### src/common/frontend_pkg.sv
// Front end shared definitions: widths, opcodes, bus commands, credit depth
`default_nettype none

package frontend_pkg;

  ////////////////////////////////////////////////////////////////////////////
  // Datapath widths
  ////////////////////////////////////////////////////////////////////////////

  localparam int ADDR_WIDTH     = 64;  // Byte address
  localparam int INST_WIDTH     = 32;
  localparam int LINE_WIDTH     = 64;  // Cache line and memory data
  localparam int REG_IDX_WIDTH  = 5;
  localparam int ALU_FUNC_WIDTH = 5;

  // Direct-mapped cache geometry, index is addr[9:3], tag is addr[31:10]
  localparam int INDEX_WIDTH = 7;
  localparam int TAG_WIDTH   = 22;

  // Memory transaction tag, zero means not accepted
  localparam int MEM_TAG_WIDTH = 4;

  ////////////////////////////////////////////////////////////////////////////
  // Architectural constants
  ////////////////////////////////////////////////////////////////////////////

  localparam logic [REG_IDX_WIDTH-1:0] ZERO_REG = 5'd31;

  // Alpha noop, loaded into IF/ID by reset
  localparam logic [INST_WIDTH-1:0] NOOP_INST = 32'h47ff_041f;

  // Memory bus commands
  typedef enum logic [1:0] {
    BUS_NONE = 2'h0,
    BUS_LOAD = 2'h1
  } bus_cmd_t;

  ////////////////////////////////////////////////////////////////////////////
  // Opcodes, bits 31:26 of the instruction
  ////////////////////////////////////////////////////////////////////////////

  localparam logic [5:0] OP_PAL         = 6'h00;  // Halt when rest is zero
  localparam logic [5:0] OP_INTOP       = 6'h10;
  localparam logic [5:0] OP_LDQ         = 6'h29;
  localparam logic [5:0] OP_STQ         = 6'h2D;
  localparam logic [5:0] OP_BR          = 6'h30;
  localparam logic [5:0] OP_BCOND_FIRST = 6'h38;  // Range runs to 6'h3F

  // Dispatch credits held after reset
  localparam int DEFAULT_CREDITS = 4;

endpackage

`default_nettype wire

### src/logic/decode_stage.sv
// Decode stage: field and control decode, ID/DP register and dispatch pulse
`timescale 1ns/1ps
`default_nettype none

module decode_stage (
  input  logic                                     clock,
  input  logic                                     reset,
  input  logic                                     if_id_valid,
  input  logic [frontend_pkg::ADDR_WIDTH-1:0]      if_id_npc,
  input  logic [frontend_pkg::INST_WIDTH-1:0]      if_id_ir,
  input  logic                                     credit_available,
  output logic                                     if_id_enable,
  output logic                                     dp_valid,
  output logic [frontend_pkg::ADDR_WIDTH-1:0]      dp_npc,
  output logic [frontend_pkg::INST_WIDTH-1:0]      dp_ir,
  output logic [frontend_pkg::REG_IDX_WIDTH-1:0]   dp_rega_idx,
  output logic [frontend_pkg::REG_IDX_WIDTH-1:0]   dp_regb_idx,
  output logic [frontend_pkg::REG_IDX_WIDTH-1:0]   dp_dest_idx,
  output logic [frontend_pkg::ALU_FUNC_WIDTH-1:0]  dp_alu_func,
  output logic                                     dp_rd_mem,
  output logic                                     dp_wr_mem,
  output logic                                     dp_cond_branch,
  output logic                                     dp_uncond_branch,
  output logic                                     dp_halt,
  output logic                                     dp_illegal
);

  logic [5:0]                               opcode;
  logic [frontend_pkg::REG_IDX_WIDTH-1:0]   ra_idx;
  logic [frontend_pkg::REG_IDX_WIDTH-1:0]   rb_idx;
  logic [frontend_pkg::REG_IDX_WIDTH-1:0]   dec_dest;
  logic [frontend_pkg::ALU_FUNC_WIDTH-1:0]  dec_alu_func;
  logic dec_rd_mem, dec_wr_mem, dec_cond, dec_uncond, dec_halt, dec_illegal;
  logic fire;

  assign opcode = if_id_ir[31:26];
  assign ra_idx = if_id_ir[25:21];
  assign rb_idx = if_id_ir[20:16];

  // Hold IF/ID only when a valid instruction has no credit
  assign fire         = if_id_valid && credit_available;
  assign if_id_enable = !if_id_valid || credit_available;

  ////////////////////////////////////////////////////////////////////////////
  // Decoder
  ////////////////////////////////////////////////////////////////////////////

  always_comb
  begin
    dec_dest     = frontend_pkg::ZERO_REG;   // Most classes write nothing
    dec_alu_func = '0;
    dec_rd_mem   = 1'b0;
    dec_wr_mem   = 1'b0;
    dec_cond     = 1'b0;
    dec_uncond   = 1'b0;
    dec_halt     = 1'b0;
    dec_illegal  = 1'b0;
    case (opcode) inside
      frontend_pkg::OP_PAL:
      begin
        dec_halt    = (if_id_ir[25:0] == '0);
        dec_illegal = (if_id_ir[25:0] != '0);  // Other PAL calls unsupported
      end
      frontend_pkg::OP_INTOP:
      begin
        dec_dest     = if_id_ir[4:0];
        dec_alu_func = if_id_ir[9:5];
      end
      frontend_pkg::OP_LDQ:
      begin
        dec_dest   = ra_idx;
        dec_rd_mem = 1'b1;
      end
      frontend_pkg::OP_STQ:   dec_wr_mem = 1'b1;
      frontend_pkg::OP_BR:
      begin
        dec_dest   = ra_idx;              // Link register
        dec_uncond = 1'b1;
      end
      [frontend_pkg::OP_BCOND_FIRST:6'h3F]: dec_cond = 1'b1;
      default:                dec_illegal = 1'b1;
    endcase
  end

  ////////////////////////////////////////////////////////////////////////////
  // ID/DP register
  ////////////////////////////////////////////////////////////////////////////

  always_ff @(posedge clock)
  begin
    if (reset)
      dp_valid <= 1'b0;
    else
      dp_valid <= fire;               // One cycle per instruction
  end

  always_ff @(posedge clock)
  begin
    if (fire)
    begin
      dp_npc           <= if_id_npc;
      dp_ir            <= if_id_ir;
      dp_rega_idx      <= ra_idx;
      dp_regb_idx      <= rb_idx;
      dp_dest_idx      <= dec_dest;
      dp_alu_func      <= dec_alu_func;
      dp_rd_mem        <= dec_rd_mem;
      dp_wr_mem        <= dec_wr_mem;
      dp_cond_branch   <= dec_cond;
      dp_uncond_branch <= dec_uncond;
      dp_halt          <= dec_halt;
      dp_illegal       <= dec_illegal;
    end
  end

endmodule

`default_nettype wire

### config.mk
export PLATFORM = sky130hd
export DESIGN_NAME = decode_stage
export DESIGN_NICKNAME = d
export VERILOG_FILES = /design/src/common/frontend_pkg.sv /design/src/logic/decode_stage.sv
export SDC_FILE = /design/constraint.sdc
export NUM_CORES = 1
export LEC_CHECK = 0
export ABC_AREA = 1
export BUFFER_PORTS_ARGS = -buffer_cell sky130_fd_sc_hd__buf_2
export CORE_UTILIZATION = 46
export DETAILED_ROUTE_END_ITERATION = 10
export GPL_TIMING_DRIVEN = 0
export PLACE_DENSITY = 0.95
export SYNTH_ARGS = -nofsm -noshare
export SYNTH_HDL_FRONTEND = slang
export SYNTH_SLANG_ARGS = --single-unit
### constraint.sdc
create_clock -name clock -period 5.82 [get_ports clock]
set_clock_uncertainty 0.2 [all_clocks]
set_input_delay 0.291 -clock clock [delete_from_list [all_inputs] [get_ports clock]]
set_output_delay 0.291 -clock clock [all_outputs]
set_load 0.005 [all_outputs]
==> metrics.md <==
| Metric | Value |
|---|---|
| Run status | `completed` |
| Worst Setup Start Kind | `input pin` |
| Post-synth top area cell | `edfxtp_1` |
| DRT Wirelength | `12.2 mm` |
| Die Y | `93.3 µm` |
| TritonCTS clock tree | `built` |
| Worst setup startpoint | `if_id_ir[27]` |
| CTS sink cnt | `113` |
| Sequential fraction of the synthesis area | `0.883` |
| Buffers added on ports | `223` |
| Initial antenna violation count | `0` |
| Critical path class | `in2reg` |
| Post-Route Setup TNS | `0 ps` |
| Row Count | `32` |
| Final hold vios | `0` |
| CTS Buffer Depth | `2` |
| FILL cells | `383` |
| Worst-margin pin slew | `397 ps` |
| WP data required | `5850 ps` |
| Mapped Cells | `211` |
| Critical path, cell by cell | `dlygate4sd3_1 -> buf_2 -> nor2_2 -> nand3_2 -> inv_2 -> nand2_4 -> nor2_1 -> a21oi_1` |
| Slew margin rel. | `0.734` |
| Largest net degree at the start of global routing | `85` |
| First-pass GRT wire length | `18.0 mm` |
| Floorplan Core Area | `7890 µm²` |
| GPL Wtd Cong | `0.764` |
| Root Buffer | `clkbuf_8` |
| Leakage | `2.94 nW` |
| Final setup vio count | `0` |
| Flops & latches, synth | `113` |
| Detailed placer's ending HPWL | `6.75 mm` |
| Initial detailed-routing violation count | `172` |
| # hold bufs at CTS | `98` |
| CP max stage delay | `550 ps` |
| Vias in the first global route | `3,384` |
| RSZ-0062 raised after global routing | `no` |
| DR vias/cell | `4.69` |
| Post_cts resized | `0` |
| Place WS | `4050 ps` |
| Crit Path Max Fanout | `10` |
| Synth Net Count | `311` |
| Die Span X | `93.3 µm` |
| Mapped Avg Cell Area | `18.2 µm²` |
| Final Max Slew Viols | `0` |
| Fin crit share | `0.302` |
| IO Pins | `224` |
| Mean routed wirelength per cell | `18.3 µm` |
| Post-synth top area share | `0.877` |
| H-tree level count | `4` |
| Global route total overflow | `0` |
| Post-route setup slack | `4070 ps` |
| Tmin final | `1750 ps` |
| Max Fclk | `0.570 GHz` |
| Area growth syn-to-layout | `74.7%` |
| Clock transition at the registers of the reported paths | `50 ps` |
| Layout cells sized above 1 | `0.483` |
| WP data arrival | `1790 ps` |
| Initial core utilization | `0.486` |
| Total track usage | `0.295` |
| PwrDens | `334 nW/µm²` |
| # Max-Cap Violations | `0` |
| CP Capture Type | `register` |
| Overall power | `2.23 mW` |
| Die area | `8700 µm²` |
| Setup Buffers After CTS | `0` |
| Synth Warn # | `0` |
| VDD IR max | `239 µV` |
| Worst Hold Class | `in2reg` |
| Synth unique cells | `15` |
| Synth Cell Area | `3830 µm²` |
| Antenna Nets Post-Route | `0` |
| Drt first pass iters | `7` |
| CP max stage cell | `dlygate4sd3_1` |
| Synth area leaders | `edfxtp_1, nor2_1, inv_1, buf_4, nand2_1` |
| Total CTS buffers | `17` |
| Final Net Count | `652` |
| # DRC | `0` |
| CP Capture Point | `dp_dest_idx[2]` |
| Vias | `3,131` |
## report_power, final
part           internal [mW]  leakage [nW]  switching (mW)
Clock                  0.694         0.287           0.369
Combinational          0.113          1.60          0.0859
Sequential             0.955          1.06          0.0181
Total                   1.76          2.94           0.473
## area by class of cell
class / count / area, µm² / share of cell area
Multi-Input combinational cell: 63 / 282 / 0.0420
Clock buffer: 18 / 418 / 0.0624
Sequential cell: 113 / 3380 / 0.505
Timing Repair Buffer: 322 / 2120 / 0.317
Clock inverter: 14 / 188 / 0.0280
Tap cell: 102 / 128 / 0.0191
Inverter: 25 / 96.3 / 0.0144
Antenna cell: 1 / 2.50 / 0.000374
Buffer: 10 / 75.1 / 0.0112
## cell families after synthesis
kind of cell           after synthesis  share of synthesized area
buffers and inverters               35                     0.0441
and+or+nand+nor                     57                     0.0656
AOI/OAI and AO/OA                    6                    0.00783
DFF                                113                      0.883
## routing by layer
layer / part of all wire / up-vias / GRT usage
met5: 0 / - / 0
met4: 0.029 / 0 / 0.105
met3: 0.086 / 26 / 0.112
met2: 0.55 / 187 / 0.556
met1: 0.33 / 1484 / 0.289
li1: - / 1434 / -
## how the worst min path moves through the flow
stage	from	to	slack, ps	cells after the start
CTS	credit_available	dp_ir[24]	170	3
floorplan	reset	dp_valid	160	1
detailed placement	reset	dp_valid	260	2
global placement	reset	dp_valid	250	2
global route	credit_available	dp_ir[5]	260	3
finish	credit_available	dp_ir[25]	230	3
## cells in the mapped netlist
master,instances
edfxtp_1,112
nor2_1,31
inv_1,23
nand2_1,12
buf_4,10
nand3_1,8
a21oi_1,5
nand3_2,2
nor2_2,2
clkinv_1,1
dfxtp_1,1
inv_2,1
nand2_4,1
o21ai_1,1
or2_2,1
## registers in the layout, indices dropped and copies added, names as in the netlist
register and flops:
dp_npc 64, dp_ir 32, dp_alu_func 5, dp_dest_idx 5, dp_cond_branch 1, dp_halt 1
dp_illegal 1, dp_rd_mem 1, dp_uncond_branch 1, dp_valid 1, dp_wr_mem 1
## stage by stage
stage | cell area, µm² | std cells | util | hold WS, ps
finish | 6700 | 668 | 0.849 | 226
global route | 6690 | 667 | 0.849 | 263
detailed placement | 5110 | 537 | 0.648 | 257
floorplan | 3830 | 211 | - | 163
global placement | 5080 | 536 | 0.644 | 254
CTS | 6690 | 667 | 0.849 | 170
## placed cells by master (no fill, tap or decap)
master / count
nor2_1: 31
clkinvlp_4: 4
buf_4: 10
a21oi_1: 5
clkinv_1: 1
buf_2: 223
clkbuf_16: 16
dlygate4sd3_1: 98
nor2_2: 2
bufinv_16: 4
clkbuf_8: 1
nand2_4: 1
diode_2: 1
nand2_1: 12
clkbuf_1: 1
nand3_1: 8
edfxtp_1: 112
or2_2: 1
clkinv_2: 4
inv_2: 1
inv_4: 1
o21ai_1: 1
inv_1: 22
nand3_2: 2
buf_16: 1
inv_6: 2
dfxtp_1: 1
## worst max-delay path, delay by kind of cell
| family | cells | cell delay [ps] |
|---|---|---|
| AO/OA/AOI/OAI | 1 | 50 |
| buffers and inverters | 3 | 830 |
| AND/OR/NAND/NOR | 4 | 600 |
Note: power is estimated with default switching activity, not from simulation.
