File: src/common/frontend_pkg.sv
// Front end shared definitions: widths, opcodes, bus commands, credit depth
`default_nettype none

package frontend_pkg;

  ////////////////////////////////////////////////////////////////////////////
  // Datapath widths
  ////////////////////////////////////////////////////////////////////////////

  localparam int ADDR_WIDTH     = 64;  // Byte address
  localparam int INST_WIDTH     = 32;
  localparam int LINE_WIDTH     = 64;  // Cache line and memory data
  localparam int REG_IDX_WIDTH  = 5;
  localparam int ALU_FUNC_WIDTH = 5;

  // Direct-mapped cache geometry, index is addr[9:3], tag is addr[31:10]
  localparam int INDEX_WIDTH = 7;
  localparam int TAG_WIDTH   = 22;

  // Memory transaction tag, zero means not accepted
  localparam int MEM_TAG_WIDTH = 4;

  ////////////////////////////////////////////////////////////////////////////
  // Architectural constants
  ////////////////////////////////////////////////////////////////////////////

  localparam logic [REG_IDX_WIDTH-1:0] ZERO_REG = 5'd31;

  // Alpha noop, loaded into IF/ID by reset
  localparam logic [INST_WIDTH-1:0] NOOP_INST = 32'h47ff_041f;

  // Memory bus commands
  typedef enum logic [1:0] {
    BUS_NONE = 2'h0,
    BUS_LOAD = 2'h1
  } bus_cmd_t;

  ////////////////////////////////////////////////////////////////////////////
  // Opcodes, bits 31:26 of the instruction
  ////////////////////////////////////////////////////////////////////////////

  localparam logic [5:0] OP_PAL         = 6'h00;  // Halt when rest is zero
  localparam logic [5:0] OP_INTOP       = 6'h10;
  localparam logic [5:0] OP_LDQ         = 6'h29;
  localparam logic [5:0] OP_STQ         = 6'h2D;
  localparam logic [5:0] OP_BR          = 6'h30;
  localparam logic [5:0] OP_BCOND_FIRST = 6'h38;  // Range runs to 6'h3F

  // Dispatch credits held after reset
  localparam int DEFAULT_CREDITS = 4;

endpackage

`default_nettype wire

File: src/icache/icache_ctrl.sv
// Instruction cache controller: hit check, miss request and fill on the memory bus
`timescale 1ns/1ps
`default_nettype none

module icache_ctrl (
  input  logic                                    clock,
  input  logic                                    reset,
  input  logic [frontend_pkg::ADDR_WIDTH-1:0]     fetch_addr,
  input  logic [frontend_pkg::MEM_TAG_WIDTH-1:0]  mem2proc_response,
  input  logic [frontend_pkg::MEM_TAG_WIDTH-1:0]  mem2proc_tag,
  output frontend_pkg::bus_cmd_t                  proc2mem_command,
  output logic [frontend_pkg::ADDR_WIDTH-1:0]     proc2mem_addr,
  output logic [frontend_pkg::INDEX_WIDTH-1:0]    cache_rd_idx,
  output logic [frontend_pkg::TAG_WIDTH-1:0]      cache_rd_tag,
  input  logic                                    cache_rd_valid,
  input  logic [frontend_pkg::LINE_WIDTH-1:0]     cache_rd_data,
  output logic                                    cache_wr_en,
  output logic [frontend_pkg::INDEX_WIDTH-1:0]    cache_wr_idx,
  output logic [frontend_pkg::TAG_WIDTH-1:0]      cache_wr_tag,
  output logic [frontend_pkg::LINE_WIDTH-1:0]     line_data,
  output logic                                    line_valid
);

  localparam int IDX_LSB = 3;                                   // Byte offset in line
  localparam int TAG_LSB = IDX_LSB + frontend_pkg::INDEX_WIDTH;  // Bit 10
  localparam int TAG_MSB = TAG_LSB + frontend_pkg::TAG_WIDTH - 1;  // Bit 31

  logic                                    miss_pending;  // One fill outstanding
  logic [frontend_pkg::MEM_TAG_WIDTH-1:0]  pend_mem_tag;  // Tag memory gave us
  logic [frontend_pkg::INDEX_WIDTH-1:0]    pend_idx;
  logic [frontend_pkg::TAG_WIDTH-1:0]      pend_ctag;
  logic                                    want_line;
  logic                                    req_accepted;
  logic                                    fill_arrives;

  ////////////////////////////////////////////////////////////////////////////
  // Lookup
  ////////////////////////////////////////////////////////////////////////////

  assign cache_rd_idx = fetch_addr[TAG_LSB-1:IDX_LSB];
  assign cache_rd_tag = fetch_addr[TAG_MSB:TAG_LSB];
  assign line_data    = cache_rd_data;
  assign line_valid   = cache_rd_valid;   // Hit in the same cycle

  ////////////////////////////////////////////////////////////////////////////
  // Miss request, repeats every cycle while memory answers busy
  ////////////////////////////////////////////////////////////////////////////

  // No request while held in reset or while a fill is owed
  assign want_line    = !reset && !cache_rd_valid && !miss_pending;
  assign req_accepted = want_line && (mem2proc_response != '0);

  assign proc2mem_command = want_line ? frontend_pkg::BUS_LOAD : frontend_pkg::BUS_NONE;
  // Line aligned, upper half zero
  assign proc2mem_addr    = {{(frontend_pkg::ADDR_WIDTH - TAG_MSB - 1){1'b0}},
                             fetch_addr[TAG_MSB:IDX_LSB], {IDX_LSB{1'b0}}};

  // Matching return tag, line written at the next edge
  assign fill_arrives = miss_pending && (mem2proc_tag == pend_mem_tag);
  assign cache_wr_en  = fill_arrives;
  assign cache_wr_idx = pend_idx;
  assign cache_wr_tag = pend_ctag;

  always_ff @(posedge clock)
  begin
    if (reset)
      miss_pending <= 1'b0;
    else if (req_accepted)
      miss_pending <= 1'b1;
    else if (fill_arrives)
      miss_pending <= 1'b0;           // Hit follows next cycle
  end

  // Where the fill goes
  always_ff @(posedge clock)
  begin
    if (req_accepted)
    begin
      pend_mem_tag <= mem2proc_response;
      pend_idx     <= cache_rd_idx;
      pend_ctag    <= cache_rd_tag;
    end
  end

endmodule

`default_nettype wire

File: config.mk
export PLATFORM = sky130hd
export DESIGN_NAME = icache_ctrl
export DESIGN_NICKNAME = d
export VERILOG_FILES = /design/src/common/frontend_pkg.sv /design/src/icache/icache_ctrl.sv
export SDC_FILE = /design/constraint.sdc
export NUM_CORES = 1
export LEC_CHECK = 0
export BUFFER_PORTS_ARGS = -buffer_cell sky130_fd_sc_hd__buf_2
export CORE_AREA = 4 4 125 127
export DETAILED_ROUTE_END_ITERATION = 7
export DIE_AREA = 0 0 129 131
export SYNTH_ARGS = -nofsm -noshare
export SYNTH_HDL_FRONTEND = slang
export SYNTH_SLANG_ARGS = --single-unit
File: constraint.sdc
create_clock -name clock -period 2.54 [get_ports clock]
set_input_delay 0.381 -clock clock [delete_from_list [all_inputs] [get_ports clock]]
set_output_delay 0.381 -clock clock [all_outputs]
set_load 0.03 [all_outputs]
==> results.yml, run 1 <==
outcome:
  status: "finished clean"
synth:
  synth-seq-cells: 34
  synth_area_leaders: "buf_4, edfxtp_1, xor2_1"
  ys_types: 11
  synth_seq_area_share_pct: 43.9
  avgSynthCellArea_um2: 11.2
  synthesis.area_um2: 2300
  yosysTopAreaCell: "buf_4"
  postSynthCellCount: 205
  yosysWarnings: 0
  yosysTopAreaCellShare_pct: 52.1
clocking:
  clock_latency_ps: 270
  cts_resized: 0
  post-cts-setup-buffers: 0
  htree_levels: 2
  cts_buffer_depth: 2
  cts_inserted_buffers: 5
  cts_root_buf: "clkbuf_16"
  cts_hold_buf: 0
  cts_tree: "yes"
  clock-sinks: 34
  clk_pin_slew_ps: 50
die:
  chipWidth_um: 129
  initial_utilization_pct: 16.0
  core_area_um2: 14400
  num_io_pins: 329
  rows: 44
  die_h_um: 131
  die_area_um2: 16900
global_routing:
  met2_usage_pct: 5.70
  busiest_layer: "met2"
  grt.met1_usage_pct: 3.77
  grt_usage_pct: 3.97
  grt_pass1_wl_um: 4950
  grt_pass1_vias: 929
  met3_usage_pct: 1.91
  grt_max_degree: 35
  grt-ovfl-total: 0
  antenna_found_initial: 0
sta:
  period_needed_ps: 1870
  hold_violations: 0
  slew_violations: 0
  rsz0062_at_grt: "no"
  tns_ps: 0
  period_share_pct: 73.5
  fmax_mhz: 536
  setup_viol: 0
  skew_ps: 7.11
drt:
  avgRoutedWirePerCell_um: 10.9
  vias: 1124
  ant_nets: 0
  vias_per_cell: 2.80
  first_pass_iters: 4
  drc: 0
  drtIter0Drc: 9
  drt_wl_total_um: 4360
worst_hold_path:
  holdCritStartpoint: "fetch_addr[17]"
  hold_path.class: "primary input to flip-flop"
power_and_ir_drop:
  p_per_area_nw_per_um2: 730
  p_leak_uw: 0.00105
  peakVddDrop_v: 0.000208
setup_path:
  critical_path.endpoint_type: "output port"
  arrival_ps: 1490
  worstSetupStartpointType: "flip-flop"
  startpoint: "pend_mem_tag[1]$_DFFE_PP_"
  crit_required_ps: 2160
  critPathMaxFanout: 2
  timing.rr.start: "miss_pending$_SDFFE_PP0P_"
  worstSetupPathType: "flip-flop to output port"
place:
  placed_cell_area_um2: 2120
  dp_hpwl_um: 3730
  gp_congestion: 0.647
  portBuffers: 129
  dp.cells: 394
flow_run:
  cap_violations: 0
finish:
  drive_above_1_share_pct: 63.6
  fin_cells: 401
  synthToLayoutAreaGrowth_pct: -1.19
  layout_common_cells: "buf_2, conb_1, edfxtp_1"
  num_antenna_cells: 0
  final_common_cell: "buf_2"
  postLayoutCellArea_um2: 2280
  fin_nets: 356
-- area by class of cell --
| type | instances | area [um^2] |
|---|---|---|
| clock buffer | 5 | 125 |
| clock inverter | 2 | 33.8 |
| fill | 1639 | 12100 |
| multi-input combinational | 46 | 224 |
| sequential | 34 | 1010 |
| tap | 184 | 230 |
| timing repair buffer | 130 | 653 |
-- cell families after synthesis --
group                     after synthesis  synth area share, %
xor gates and xnor gates                4                 1.52
and+or+nand+nor                         4                 1.52
AOI/OAI and AO/OA                       2                0.814
other                                   1                0.163
DFF                                    34                 43.9
buffers and inverters                 160                 52.1
-- per-stage QoR --
step / worst slack (ps) / hold WS, ps / total power, uW / util [%]
after global placement: 847 / 478 / 1020 / 14.7
final: 673 / 310 / 1660 / 15.8
after detailed placement: 840 / 493 / 1030 / 14.7
after CTS: 642 / 298 / 1690 / 15.8
after global routing: 570 / 301 / 1740 / 15.8
after floorplan: 649 / 465 / 1210 / -
-- Yosys cell counts --
cell / number
nand2b_1: 1
xor2_1: 4
conb_1: 1
nor4_2: 1
edfxtp_1: 33
buf_4: 160
o41a_1: 1
dfxtp_1: 1
and2_1: 1
o21bai_1: 1
nor3_2: 1
-- sequential cells by signal (all words and copies together) (netlist names) --
signal	flops
cache_wr_tag	22
pend_mem_tag	4
miss_pending	1
cache_wr_idx	7
-- critical path: stages, from the launching register on --
cell and delay, ps:
edfxtp_1 370, xor2_1 180, nor4_2 310, and2_1 180
buf_2 190
-- per-layer routing --
layer  wire (um)  vias to the layer above
met3         671                       40
met2        2110                      106
met4         345                        0
li1            -                      485
met1        1230                      493
met5           0                        -
-- power breakdown --
part           internal [uW]  total, uW  switching, uW
combinational           75.5        355            279
sequential               650        657           7.28
clock                    453        650            198
-- final timing paths --
kind	slack, ps	to	depth (start not counted)
max reg2reg	1120	cache_wr_idx[1]$_DFFE_PP_	3
max	670	cache_wr_en	4
min	310	cache_wr_tag[7]$_DFFE_PP_	1
min reg2reg	500	miss_pending$_SDFFE_PP0P_	2
No activity file was read; power rests on OpenSTA's default activity.
==> inputs of run 2 (changes only) <==
--- a/config.mk
+++ b/config.mk
@@ -6,9 +6,9 @@
 export NUM_CORES = 1
 export LEC_CHECK = 0
 export BUFFER_PORTS_ARGS = -buffer_cell sky130_fd_sc_hd__buf_2
-export CORE_AREA = 4 4 125 127
+export CORE_AREA = 4 4 127 129
 export DETAILED_ROUTE_END_ITERATION = 7
-export DIE_AREA = 0 0 129 131
+export DIE_AREA = 0 0 131 133
 export SYNTH_ARGS = -nofsm -noshare
 export SYNTH_HDL_FRONTEND = slang
 export SYNTH_SLANG_ARGS = --single-unit
==> constraint.sdc (replaced) <==
create_clock -name clock -period 1.6 [get_ports clock]
set_input_delay 0.24 -clock clock [delete_from_list [all_inputs] [get_ports clock]]
set_output_delay 0.24 -clock clock [all_outputs]
set_load 0.03 [all_outputs]
==> run 2 against run 1 <==
The flow now finishes with violations (negative setup slack); cell count rose by 3.0%; setup slack got worse by 800 ps; first-iteration DRC count fell by 22%; count of clock-buffer cells in the layout did not move; sequential share of layout area fell by 1.5 points; largest cell class unchanged.
==> results.yml, run 2 (synthesis results as in run 1) <==
drt:
  ant_nets: 0
  first_pass_iters: 4
  drc: 0
  vias: 1147
  drt_wl_total_um: 4500
  avgRoutedWirePerCell_um: 10.9
  drtIter0Drc: 7
  vias_per_cell: 2.78
global_routing:
  grt_pass1_wl_um: 5370
  antenna_found_initial: 0
  grt_max_degree: 25
  grt_pass1_vias: 979
  grt-ovfl-total: 0
  grt_usage_pct: 4.19
finish:
  synthToLayoutAreaGrowth_pct: 2.23
  multi_input_area_um2: 225
  largest_reg_flops: 22
  final_common_cell: "buf_2"
  fillers: 1669
  layout_common_cells: "buf_2, conb_1, edfxtp_1"
  fin_nets: 363
  num_antenna_cells: 0
  drive_above_1_share_pct: 65.3
  register_area_um2: 1010
outcome:
  violations: "negative setup slack"
  status: "complete, but fails checks"
die:
  chipWidth_um: 131
  die_area_um2: 17400
  num_io_pins: 329
  rows: 45
  die_h_um: 133
  core_area_um2: 15000
  initial_utilization_pct: 15.3
setup_path:
  worstSetupPathType: "flip-flop to output port"
  rrSetupSlack_ps: -10
  critPathMaxFanout: 2
  worstSetupStartpointType: "flip-flop"
  crit_required_ps: 1360
  critical_path.endpoint_type: "output port"
  arrival_ps: 1490
sta:
  period_share_pct: 108
  slew_violations: 0
  hold_violations: 0
  period_needed_ps: 1730
  fmax_mhz: 577
  setup_viol: 2
  rsz0062_at_grt: "yes"
  finalWorstSetupSlack_ps: -132
  whs_ps: 161
  skew_ps: 1.37
power_and_ir_drop:
  peakVddDrop_v: 0.000293
  p_leak_uw: 0.00109
  p_per_area_nw_per_um2: 1070
clocking:
  cts_hold_buf: 0
  cts_inserted_buffers: 5
  clk_pin_slew_ps: 50
  cts_root_buf: "clkbuf_16"
  cts_buffer_depth: 2
  htree_levels: 2
  clock-sinks: 34
  cts_tree: "yes"
  clock_latency_ps: 270
worst_hold_path:
  hold_path.class: "primary input to flip-flop"
flow_run:
  cap_violations: 0
place:
  dp_hpwl_um: 3740
  gp_congestion: 0.626
  dpl_worst_slack_ps: 152
  portBuffers: 129
-- run 2: changes by cell type in the layout (fill, tap and decap cells not counted) --
cell / delta
clkinvlp_4: +1
clkinv_2: +1
buf_2: -1
o41a_2: +1
buf_6: +6
buf_4: +1
buf_12: +1
o41a_1: -1
bufinv_16: -1
-- run 2: power breakdown --
part,internal [uW],switching (uW),leakage (uW),total [uW]
clock,566,322,0.0000672,888
combinational,139,448,0.000709,587
sequential,1030,11.1,0.000314,1040
-- run 2: cell type report --
cell class / instances / share of cell area (%)
clock buffer: 5 / 5.31
clock inverter: 3 / 0.690
multi-input combinational: 46 / 9.56
sequential: 34 / 42.9
tap: 188 / 9.98
timing repair buffer: 137 / 31.5
-- run 2: critical path: stages, from the launching register on --
cell      delay [ps]
edfxtp_1         370
xor2_1           160
nor4_2           350
and2_1           200
buf_6            130
-- run 2: what timing repair did --
item,CTS,global route
setup buffers,6,0
pin swaps,3,0
endpoints found under the setup margin,1,2
gates resized for setup,2,5
-- run 2: worst paths after layout --
path,startpoint,end,depth (start not counted)
max,pend_mem_tag[2]$_DFFE_PP_,cache_wr_en,4
min,mem2proc_response[0],pend_mem_tag[0]$_DFFE_PP_,1
min reg2reg,miss_pending$_SDFFE_PP0P_,miss_pending$_SDFFE_PP0P_,2
max reg2reg,pend_mem_tag[2]$_DFFE_PP_,miss_pending$_SDFFE_PP0P_,9
-- run 2: metrics by stage --
| stage | power, uW | util (%) | TNS (ps) | cell area [um^2] | instances |
|---|---|---|---|---|---|
| after detailed placement | 1630 | 14.3 | 0 | 2140 | 399 |
| after global placement | 1630 | 14.3 | 0 | 2140 | 399 |
| final | 2520 | 15.7 | -144 | 2360 | 413 |
| after global routing | 2640 | 15.7 | -229 | 2360 | 413 |
| after floorplan | 1920 | - | 0 | 2440 | 240 |
| after CTS | 2560 | 15.5 | -80.7 | 2340 | 413 |
-- run 2: routing by layer --
metal | track usage [%] | share of wire [%] | vias to the layer above
li1 | - | - | 501
met1 | 2.95 | 28 | 488
met2 | 7.03 | 46 | 122
met3 | 1.57 | 16 | 36
met4 | 5.83 | 9.2 | 0
met5 | 0 | 0 | -
