`config.mk`:
```
export PLATFORM = sky130hd
export DESIGN_NAME = dispatch_credit
export DESIGN_NICKNAME = d
export VERILOG_FILES = /design/src/common/frontend_pkg.sv /design/src/logic/dispatch_credit.sv
export SDC_FILE = /design/constraint.sdc
export NUM_CORES = 1
export LEC_CHECK = 0
export ABC_AREA = 1
export CORE_AREA = 5 5 42 44
export CTS_CLUSTER_DIAMETER = 80
export DETAILED_ROUTE_END_ITERATION = 8
export DIE_AREA = 0 0 47 49
export DONT_BUFFER_PORTS = 1
export GPL_TIMING_DRIVEN = 0
export PLACE_DENSITY = 0.39
export SLEW_MARGIN = 10
export SYNTH_ARGS = -nofsm -noshare
export SYNTH_HDL_FRONTEND = slang
export SYNTH_SLANG_ARGS = --single-unit
```
`constraint.sdc`:
```
create_clock -name clock -period 1.5 [get_ports clock]
set_input_delay 0.3 -clock clock [delete_from_list [all_inputs] [get_ports clock]]
set_output_delay 0.3 -clock clock [all_outputs]
set_load 0.1 [all_outputs]
```
`src/common/frontend_pkg.sv`:
```
// Front end shared definitions: widths, opcodes, bus commands, credit depth
`default_nettype none

package frontend_pkg;

  ////////////////////////////////////////////////////////////////////////////
  // Datapath widths
  ////////////////////////////////////////////////////////////////////////////

  localparam int ADDR_WIDTH     = 64;  // Byte address
  localparam int INST_WIDTH     = 32;
  localparam int LINE_WIDTH     = 64;  // Cache line and memory data
  localparam int REG_IDX_WIDTH  = 5;
  localparam int ALU_FUNC_WIDTH = 5;

  // Direct-mapped cache geometry, index is addr[9:3], tag is addr[31:10]
  localparam int INDEX_WIDTH = 7;
  localparam int TAG_WIDTH   = 22;

  // Memory transaction tag, zero means not accepted
  localparam int MEM_TAG_WIDTH = 4;

  ////////////////////////////////////////////////////////////////////////////
  // Architectural constants
  ////////////////////////////////////////////////////////////////////////////

  localparam logic [REG_IDX_WIDTH-1:0] ZERO_REG = 5'd31;

  // Alpha noop, loaded into IF/ID by reset
  localparam logic [INST_WIDTH-1:0] NOOP_INST = 32'h47ff_041f;

  // Memory bus commands
  typedef enum logic [1:0] {
    BUS_NONE = 2'h0,
    BUS_LOAD = 2'h1
  } bus_cmd_t;

  ////////////////////////////////////////////////////////////////////////////
  // Opcodes, bits 31:26 of the instruction
  ////////////////////////////////////////////////////////////////////////////

  localparam logic [5:0] OP_PAL         = 6'h00;  // Halt when rest is zero
  localparam logic [5:0] OP_INTOP       = 6'h10;
  localparam logic [5:0] OP_LDQ         = 6'h29;
  localparam logic [5:0] OP_STQ         = 6'h2D;
  localparam logic [5:0] OP_BR          = 6'h30;
  localparam logic [5:0] OP_BCOND_FIRST = 6'h38;  // Range runs to 6'h3F

  // Dispatch credits held after reset
  localparam int DEFAULT_CREDITS = 4;

endpackage

`default_nettype wire

```
`src/logic/dispatch_credit.sv`:
```
// Dispatch credit counter: tracks free back-end slots and steers decode
`timescale 1ns/1ps
`default_nettype none

module dispatch_credit #(
  parameter int CREDITS = frontend_pkg::DEFAULT_CREDITS
) (
  input  logic clock,
  input  logic reset,
  input  logic dp_valid,
  input  logic dp_credit_return,
  output logic credit_available
);

  localparam int CNT_WIDTH = $clog2(CREDITS + 1);

  logic [CNT_WIDTH-1:0] credit_count;

  // A send on the port has not been taken off the count yet
  assign credit_available = credit_count > CNT_WIDTH'(dp_valid);

  always_ff @(posedge clock)
  begin
    if (reset)
      credit_count <= CNT_WIDTH'(CREDITS);
    else
    begin
      case ({dp_valid, dp_credit_return})
        2'b10:   credit_count <= credit_count - 1'b1;  // Send only
        2'b01:   credit_count <= credit_count + 1'b1;  // Return only
        default: credit_count <= credit_count;         // Both cancel, or idle
      endcase
    end
  end

endmodule

`default_nettype wire

```
==> impl_metrics.py, run 1 <==
metrics = {
    "clocking": {
        "clk_tree_root_cell": "sky130_fd_sc_hd__clkbuf_4",
        "cts.sink_count": 3,
        "cts_made_buffers": 3,
        "clk_pin_slew_ps": 40,
        "cts_hold_buffers": 0,
        "cts.htree.levels": 1,
        "max-clock-path-buffers": 2,
        "clk-insertion-delay-late_ps": 230,
        "tritoncts": "yes",
    },
    "worst_setup_path": {
        "timing.critical_path.max_delay_family": "compound AO/OA/AOI/OAI gates",
        "worst-path-max-fanout": 2,
        "critical_path_class": "reg -> out",
        "critical_path_data_arrival_time_ps": 1380,
        "slowest_cell_on_the_critical_path": "sky130_fd_sc_hd__o21ai_4",
        "worst-endpoint-required_ps": 1200,
        "timing.critical_path.to_type": "output port",
        "critical_path_buf_inv_count": 1,
        "cp-start-kind": "flop",
        "critical_path.cell_chain": "inv_4 -> ha_4 -> o21ai_4",
        "cp_slowest_stage_delay_ps": 550,
    },
    "sta": {
        "unrepaired_setup_endpoints_after_global_routing": "true",
        "worst-slew-pin-transition_ps": 693,
        "final_max_slew_viol_count": 0,
        "layout_setup_ws_ps": -181,
        "slew_headroom": 0.536,
        "finalCriticalPeriod_ps": 1680,
        "finalCritPeriodShare": 1.12,
        "hold_ws_ps": 185,
        "setup_viol": 1,
        "timing_hold_violations_final": 0,
        "clock.fmax_ghz": 0.595,
        "clock-skew-final_ps": 3.96,
    },
    "layout": {
        "top_regs": "credit_count x3",
        "diodes": 0,
        "fin_util": 0.197,
        "post_layout_nonfiller_instances": 47,
        "largest_reg_flops": 3,
        "largest-register": "credit_count",
        "numnets_final": 39,
        "final_layout_size_suffix_gt1_frac": 0.387,
        "flow.area_growth_from_synthesis_pct": 43.5,
    },
    "grt": {
        "grt_antenna_before_repair": 0,
        "first_global_vias": 164,
        "grt_first_pass_wirelength_um": 648,
        "grtUsageTotal": 0.0423,
        "gr-total-overflow": 0,
        "grt_start_max_net_pins": 6,
    },
    "place": {
        "gpl_congestion": 0.596,
        "placement.setup.worst_slack_ps": -21.0,
        "port_buffers": 0,
        "dp.cells": 42,
    },
    "floorplanning": {
        "placeableCoreArea_um2": 1400,
        "die_w_um": 47,
        "io-pin-count": 5,
        "initial_utilization": 0.138,
        "row_count": 14,
        "die-area_um2": 2300,
        "die_h_um": 49,
    },
    "yosys": {
        "postSynthCellCount": 26,
        "synth.most_common_cell": "sky130_fd_sc_hd__inv_1",
        "leading_cell_types_by_count_after_synthesis": "sky130_fd_sc_hd__inv_1 (4), sky130_fd_sc_hd__dfxtp_1 (3), sky130_fd_sc_hd__inv_2 (3), sky130_fd_sc_hd__nor2_1 (3)",
        "net_count_of_the_mapped_netlist": 33,
        "synth.yosys.seq_area_share": 0.312,
        "avgSynthCellArea_um2": 7.41,
        "synth.distinct_cells": 13,
        "synthesis.yosys.warnings": 0,
        "synth-main-ff-cell": "sky130_fd_sc_hd__dfxtp_1",
        "yosys.area.top_type_share": 0.312,
        "async_reset_ff_frac": 0,
        "synthTopCellsByArea": "sky130_fd_sc_hd__dfxtp_1 (31%), sky130_fd_sc_hd__ha_1 (13%), sky130_fd_sc_hd__fa_1 (10%)",
        "ys_seq_elements": 3,
        "netlist_area_um2": 193,
        "count_of_flip_flops_with_a_built_in_enable_after_synthesis": 0,
        "yosysTopAreaCell": "sky130_fd_sc_hd__dfxtp_1",
    },
    "pwr": {
        "power_per_cell_area_nw_per_um2": 1250,
        "leakage_nw": 0.126,
        "irDropWorstVdd_mv": 0.195,
    },
    "min_path": {
        "timing.hold.worst.class": "in -> reg",
    },
    "drt": {
        "drcViolationCount": 0,
        "initialDrtViolationCount": 2,
        "num_vias": 169,
        "wl_per_cell_um": 7.98,
        "routed_wirelength_um": 375,
        "viasPerCell": 3.60,
        "detailedRoute.firstPassIterationCount": 4,
        "drtAntennaViolNets": 0,
    },
    "run": {
        "cap_viol_max_count": 0,
    },
    "status": {
        "run_status": "finished with violations",
        "violations": "setup timing",
    },
}
==> per-layer routing <==
layer,GRT usage,up-vias,part of all wire
met5,0,-,0
met4,0.0553,0,0
met3,0.0221,0,0.13
met2,0.0385,6,0.38
met1,0.0549,73,0.48
li1,-,90,-
==> cells in the final DEF, fill, tap and decap left out <==
cell type                  n
sky130_fd_sc_hd__nand4_1   1
sky130_fd_sc_hd__inv_2     3
sky130_fd_sc_hd__o21ai_4   1
sky130_fd_sc_hd__fa_1      1
sky130_fd_sc_hd__nand2_2   1
sky130_fd_sc_hd__dfxtp_1   2
sky130_fd_sc_hd__a21oi_1   1
sky130_fd_sc_hd__nand3_1   2
sky130_fd_sc_hd__dfxtp_4   1
sky130_fd_sc_hd__inv_1     3
sky130_fd_sc_hd__nor2_1    3
sky130_fd_sc_hd__ha_4      1
sky130_fd_sc_hd__o21ai_0   1
sky130_fd_sc_hd__clkbuf_4  3
sky130_fd_sc_hd__clkbuf_1  1
sky130_fd_sc_hd__o21ai_1   1
sky130_fd_sc_hd__inv_4     1
sky130_fd_sc_hd__ha_1      1
sky130_fd_sc_hd__buf_4     1
sky130_fd_sc_hd__nand2_1   2
==> cell families (layout without fill, tap and decap cells) <==
group	after synthesis	in the layout	synth area share
buffers and inverters	7	12	0.136
adders and majority gates	3	3	0.234
AOI/OAI and AO/OA	4	4	0.104
and+or+nand+nor	9	9	0.214
DFF	3	3	0.312
==> layout make-up <==
type,count,area [um^2]
fill,168,1120
inverter,7,28.8
tap,16,20.0
clock buffer,4,26.3
multi-input combinational,16,130
timing repair buffer,1,7.51
sequential,3,63.8
==> report_power, final <==
part	total, W	switching [W]	internal, W	leakage [nW]
clock	0.000144	0.0000439	0.0000998	0.0150
combinational	0.0000994	0.0000628	0.0000366	0.0852
sequential	0.000103	0.0000114	0.0000920	0.0256
total	0.000346	0.000118	0.000228	0.126
==> stage by stage <==
| step | cell area [um^2] | TNS (ps) | power [W] |
|---|---|---|---|
| floorplan | 218 | 0 | 0.000188 |
| global placement | 238 | -25.7 | 0.000198 |
| detailed placement | 238 | -21.0 | 0.000198 |
| CTS | 274 | -198 | 0.000357 |
| global route | 277 | -215 | 0.000378 |
| finish | 277 | -181 | 0.000346 |
==> timing repair <==
action,4_1_cts,5_1_grt
resized for setup,2,1
endpoints found under the setup margin,1,1
pin swaps,1,0
buffers inserted,1,0
==> worst register-to-register path: stages (launching register included) <==
cell	delay [ps]
sky130_fd_sc_hd__dfxtp_4	350
sky130_fd_sc_hd__buf_4	140
sky130_fd_sc_hd__fa_1	440
sky130_fd_sc_hd__nand2_2	90
sky130_fd_sc_hd__nand3_1	70
sky130_fd_sc_hd__nand2_1	60
sky130_fd_sc_hd__nand3_1	50
==> path summary, 6_finish.rpt <==
kind	start	endpoint	slack [ps]	cells past startpoint
setup / recovery	credit_count[0]	credit_available	-180	3
hold / removal	reset	credit_count[2]	190	2
setup reg to reg	credit_count[0]	credit_count[2]	180	6
hold reg to reg	credit_count[2]	credit_count[2]	490	2
Power figures use the tool's default switching activity.
==> inputs of run 2 (changes only) <==
--- a/config.mk
+++ b/config.mk
@@ -6,13 +6,13 @@
 export NUM_CORES = 1
 export LEC_CHECK = 0
 export ABC_AREA = 1
+export BUFFER_PORTS_ARGS = -buffer_cell sky130_fd_sc_hd__clkbuf_2
 export CORE_AREA = 5 5 42 44
 export CTS_CLUSTER_DIAMETER = 80
 export DETAILED_ROUTE_END_ITERATION = 8
 export DIE_AREA = 0 0 47 49
-export DONT_BUFFER_PORTS = 1
 export GPL_TIMING_DRIVEN = 0
-export PLACE_DENSITY = 0.39
+export PLACE_DENSITY = 0.42
 export SLEW_MARGIN = 10
 export SYNTH_ARGS = -nofsm -noshare
 export SYNTH_HDL_FRONTEND = slang
==> run 2 against run 1 <==
  * The run now ends clean
  * Non-clock buffer count is 4 higher
  * Sequential power hardly changed
  * Combinational power is 24% higher
  * Fmax is 15% higher
  * Die area stayed put
  * Register-to-register slack better by 20 ps
  * Setup slack better by 220 ps
  * First-iteration DRC count grew to 3.0 times the previous value
  * Cell area is 13% higher
  * Core utilization is 2.5 points higher
  * Global-route usage is 0.49 points higher
  * Critical path depth is 1 higher
  * Critical path type unchanged
==> impl_metrics.py, run 2 (synthesis results as in run 1) <==
metrics = {
    "sta": {
        "layout_setup_ws_ps": 39.2,
        "clock.fmax_ghz": 0.685,
        "finalCritPeriodShare": 0.974,
        "slew_headroom": 0.866,
        "worst-slew-pin-transition_ps": 201,
        "finalCriticalPeriod_ps": 1460,
        "unrepaired_setup_endpoints_after_global_routing": "true",
        "timing_hold_violations_final": 0,
        "clock-skew-final_ps": 2.39,
        "setup_viol": 0,
        "hold_ws_ps": 287,
        "final_max_slew_viol_count": 0,
    },
    "worst_setup_path": {
        "critical_path_class": "reg -> out",
        "worst-endpoint-required_ps": 1200,
        "start_of_the_worst_register_to_register_path": "credit_count[0]",
        "timing.critical_path.to_type": "output port",
        "critical_path_data_arrival_time_ps": 1160,
        "worst-path-max-fanout": 2,
        "endpoint_of_the_worst_slack_reg_to_reg_timing_path": "credit_count[2]",
        "cp-start-kind": "flop",
        "regToRegSetupSlack_ps": 200,
        "rr_worst_depth": 6,
    },
    "floorplanning": {
        "io-pin-count": 5,
        "initial_utilization": 0.138,
        "row_count": 14,
        "placeableCoreArea_um2": 1400,
        "die-area_um2": 2300,
        "die_w_um": 47,
        "die_h_um": 49,
    },
    "min_path": {
        "timing.hold.worst.class": "in -> reg",
        "worstHoldStart": "reset",
        "hold_depth": 3,
        "end_point_of_the_worst_hold_path": "credit_count[2]",
    },
    "grt": {
        "gr-total-overflow": 0,
        "grt_first_pass_wirelength_um": 752,
        "first_global_vias": 193,
        "grt_start_max_net_pins": 6,
        "grt_antenna_before_repair": 0,
        "grtUsageTotal": 0.0471,
    },
    "pwr": {
        "power.share.combinational": 0.338,
        "power_per_cell_area_nw_per_um2": 1170,
        "p_int_w": 0.000245,
        "part_of_the_power_in_registers": 0.281,
        "clock_power_share": 0.381,
        "switching_share": 0.328,
        "report.power.total_w": 0.000364,
        "leakage_nw": 0.151,
        "power.net_switching_w": 0.000119,
        "irDropWorstVdd_mv": 0.432,
    },
    "layout": {
        "final_cell_mix": "sky130_fd_sc_hd__inv_2 (4), sky130_fd_sc_hd__inv_1 (3), sky130_fd_sc_hd__nor2_1 (3), sky130_fd_sc_hd__clkbuf_4 (3), sky130_fd_sc_hd__clkbuf_2 (3)",
        "flow.area_growth_from_synthesis_pct": 61.7,
        "final.fill_count": 160,
        "layout_commonest_cell": "sky130_fd_sc_hd__inv_2",
        "numnets_final": 43,
        "largest_reg_flops": 3,
        "diodes": 0,
        "top_regs": "credit_count x3",
        "final_layout_size_suffix_gt1_frac": 0.457,
        "largest-register": "credit_count",
    },
    "place": {
        "gpl_congestion": 0.710,
        "port_buffers": 4,
        "placement.setup.worst_slack_ps": -50.8,
    },
    "clocking": {
        "tritoncts": "yes",
        "cts_made_buffers": 3,
        "clk_pin_slew_ps": 40,
        "cts_hold_buffers": 0,
        "clk-insertion-delay-late_ps": 230,
        "cts.htree.levels": 1,
        "cts.sink_count": 3,
        "max-clock-path-buffers": 2,
        "clk_tree_root_cell": "sky130_fd_sc_hd__clkbuf_4",
    },
    "drt": {
        "routed_wirelength_um": 427,
        "drtAntennaViolNets": 0,
        "num_vias": 196,
        "initialDrtViolationCount": 6,
        "drcViolationCount": 0,
        "detailedRoute.firstPassIterationCount": 2,
        "viasPerCell": 3.84,
        "wl_per_cell_um": 8.37,
    },
    "run": {
        "cap_viol_max_count": 0,
    },
    "status": {
        "run_status": "complete, no violations",
    },
}
[run 2: metrics by stage]
stage	instance area, um^2	util	TNS, ps	instances
floorplan	218	-	0	26
global placement	258	0.184	-52.5	46
detailed placement	258	0.184	-50.8	46
CTS	312	0.222	0	51
global route	312	0.222	-9.55	51
finish	312	0.222	0	51
[run 2: power by group through the flow]
stage | clock (W) | combinational [W] | sequential, W
final | 0.000139 | 0.000123 | 0.000102
after global routing | 0.000155 | 0.000137 | 0.000104
after CTS | 0.000146 | 0.000123 | 0.000102
after detailed placement | 0 | 0.000101 | 0.000105
after global placement | 0 | 0.000102 | 0.000105
after floorplan | 0 | 0.0000855 | 0.000102
[run 2: final cells by class]
| type | instances | area (um^2) | area share |
|---|---|---|---|
| Clock buffer | 4 | 26.3 | 0.0843 |
| Sequential cell | 3 | 61.3 | 0.197 |
| Multi-Input combinational cell | 16 | 130 | 0.418 |
| Inverter | 7 | 26.3 | 0.0843 |
| Tap cell | 16 | 20.0 | 0.0643 |
| Timing Repair Buffer | 5 | 47.5 | 0.153 |
[run 2: routing by layer]
metal	up-vias	routed length [um]	global-route usage
met3	0	33	0.0443
met4	0	0	0.0138
met2	7	198	0.0656
met5	-	0	0
met1	89	194	0.0504
li1	100	-	-
[run 2: worst max-delay path by stage]
stage                          startpoint               end  slack, ps  depth (start not counted)
after floorplan           credit_count[0]  credit_available         20                          3
after global placement           dp_valid  credit_available        -50                          4
after detailed placement         dp_valid  credit_available        -50                          4
after CTS                 credit_count[0]  credit_available         20                          4
after global routing      credit_count[0]  credit_available        -10                          4
final                     credit_count[0]  credit_available         40                          4
[run 2: repair_timing]
action	4_1_cts	5_1_grt
pin swaps	1	0
setup buffers	1	0
endpoints found under the setup margin	1	1
resized for setup	3	1
[run 2: worst max-delay path, cell delays in order, from the launching register on]
cell	delay, ps
sky130_fd_sc_hd__dfxtp_2	330
sky130_fd_sc_hd__inv_2	40
sky130_fd_sc_hd__ha_4	210
sky130_fd_sc_hd__o21ai_4	130
sky130_fd_sc_hd__clkbuf_16	220
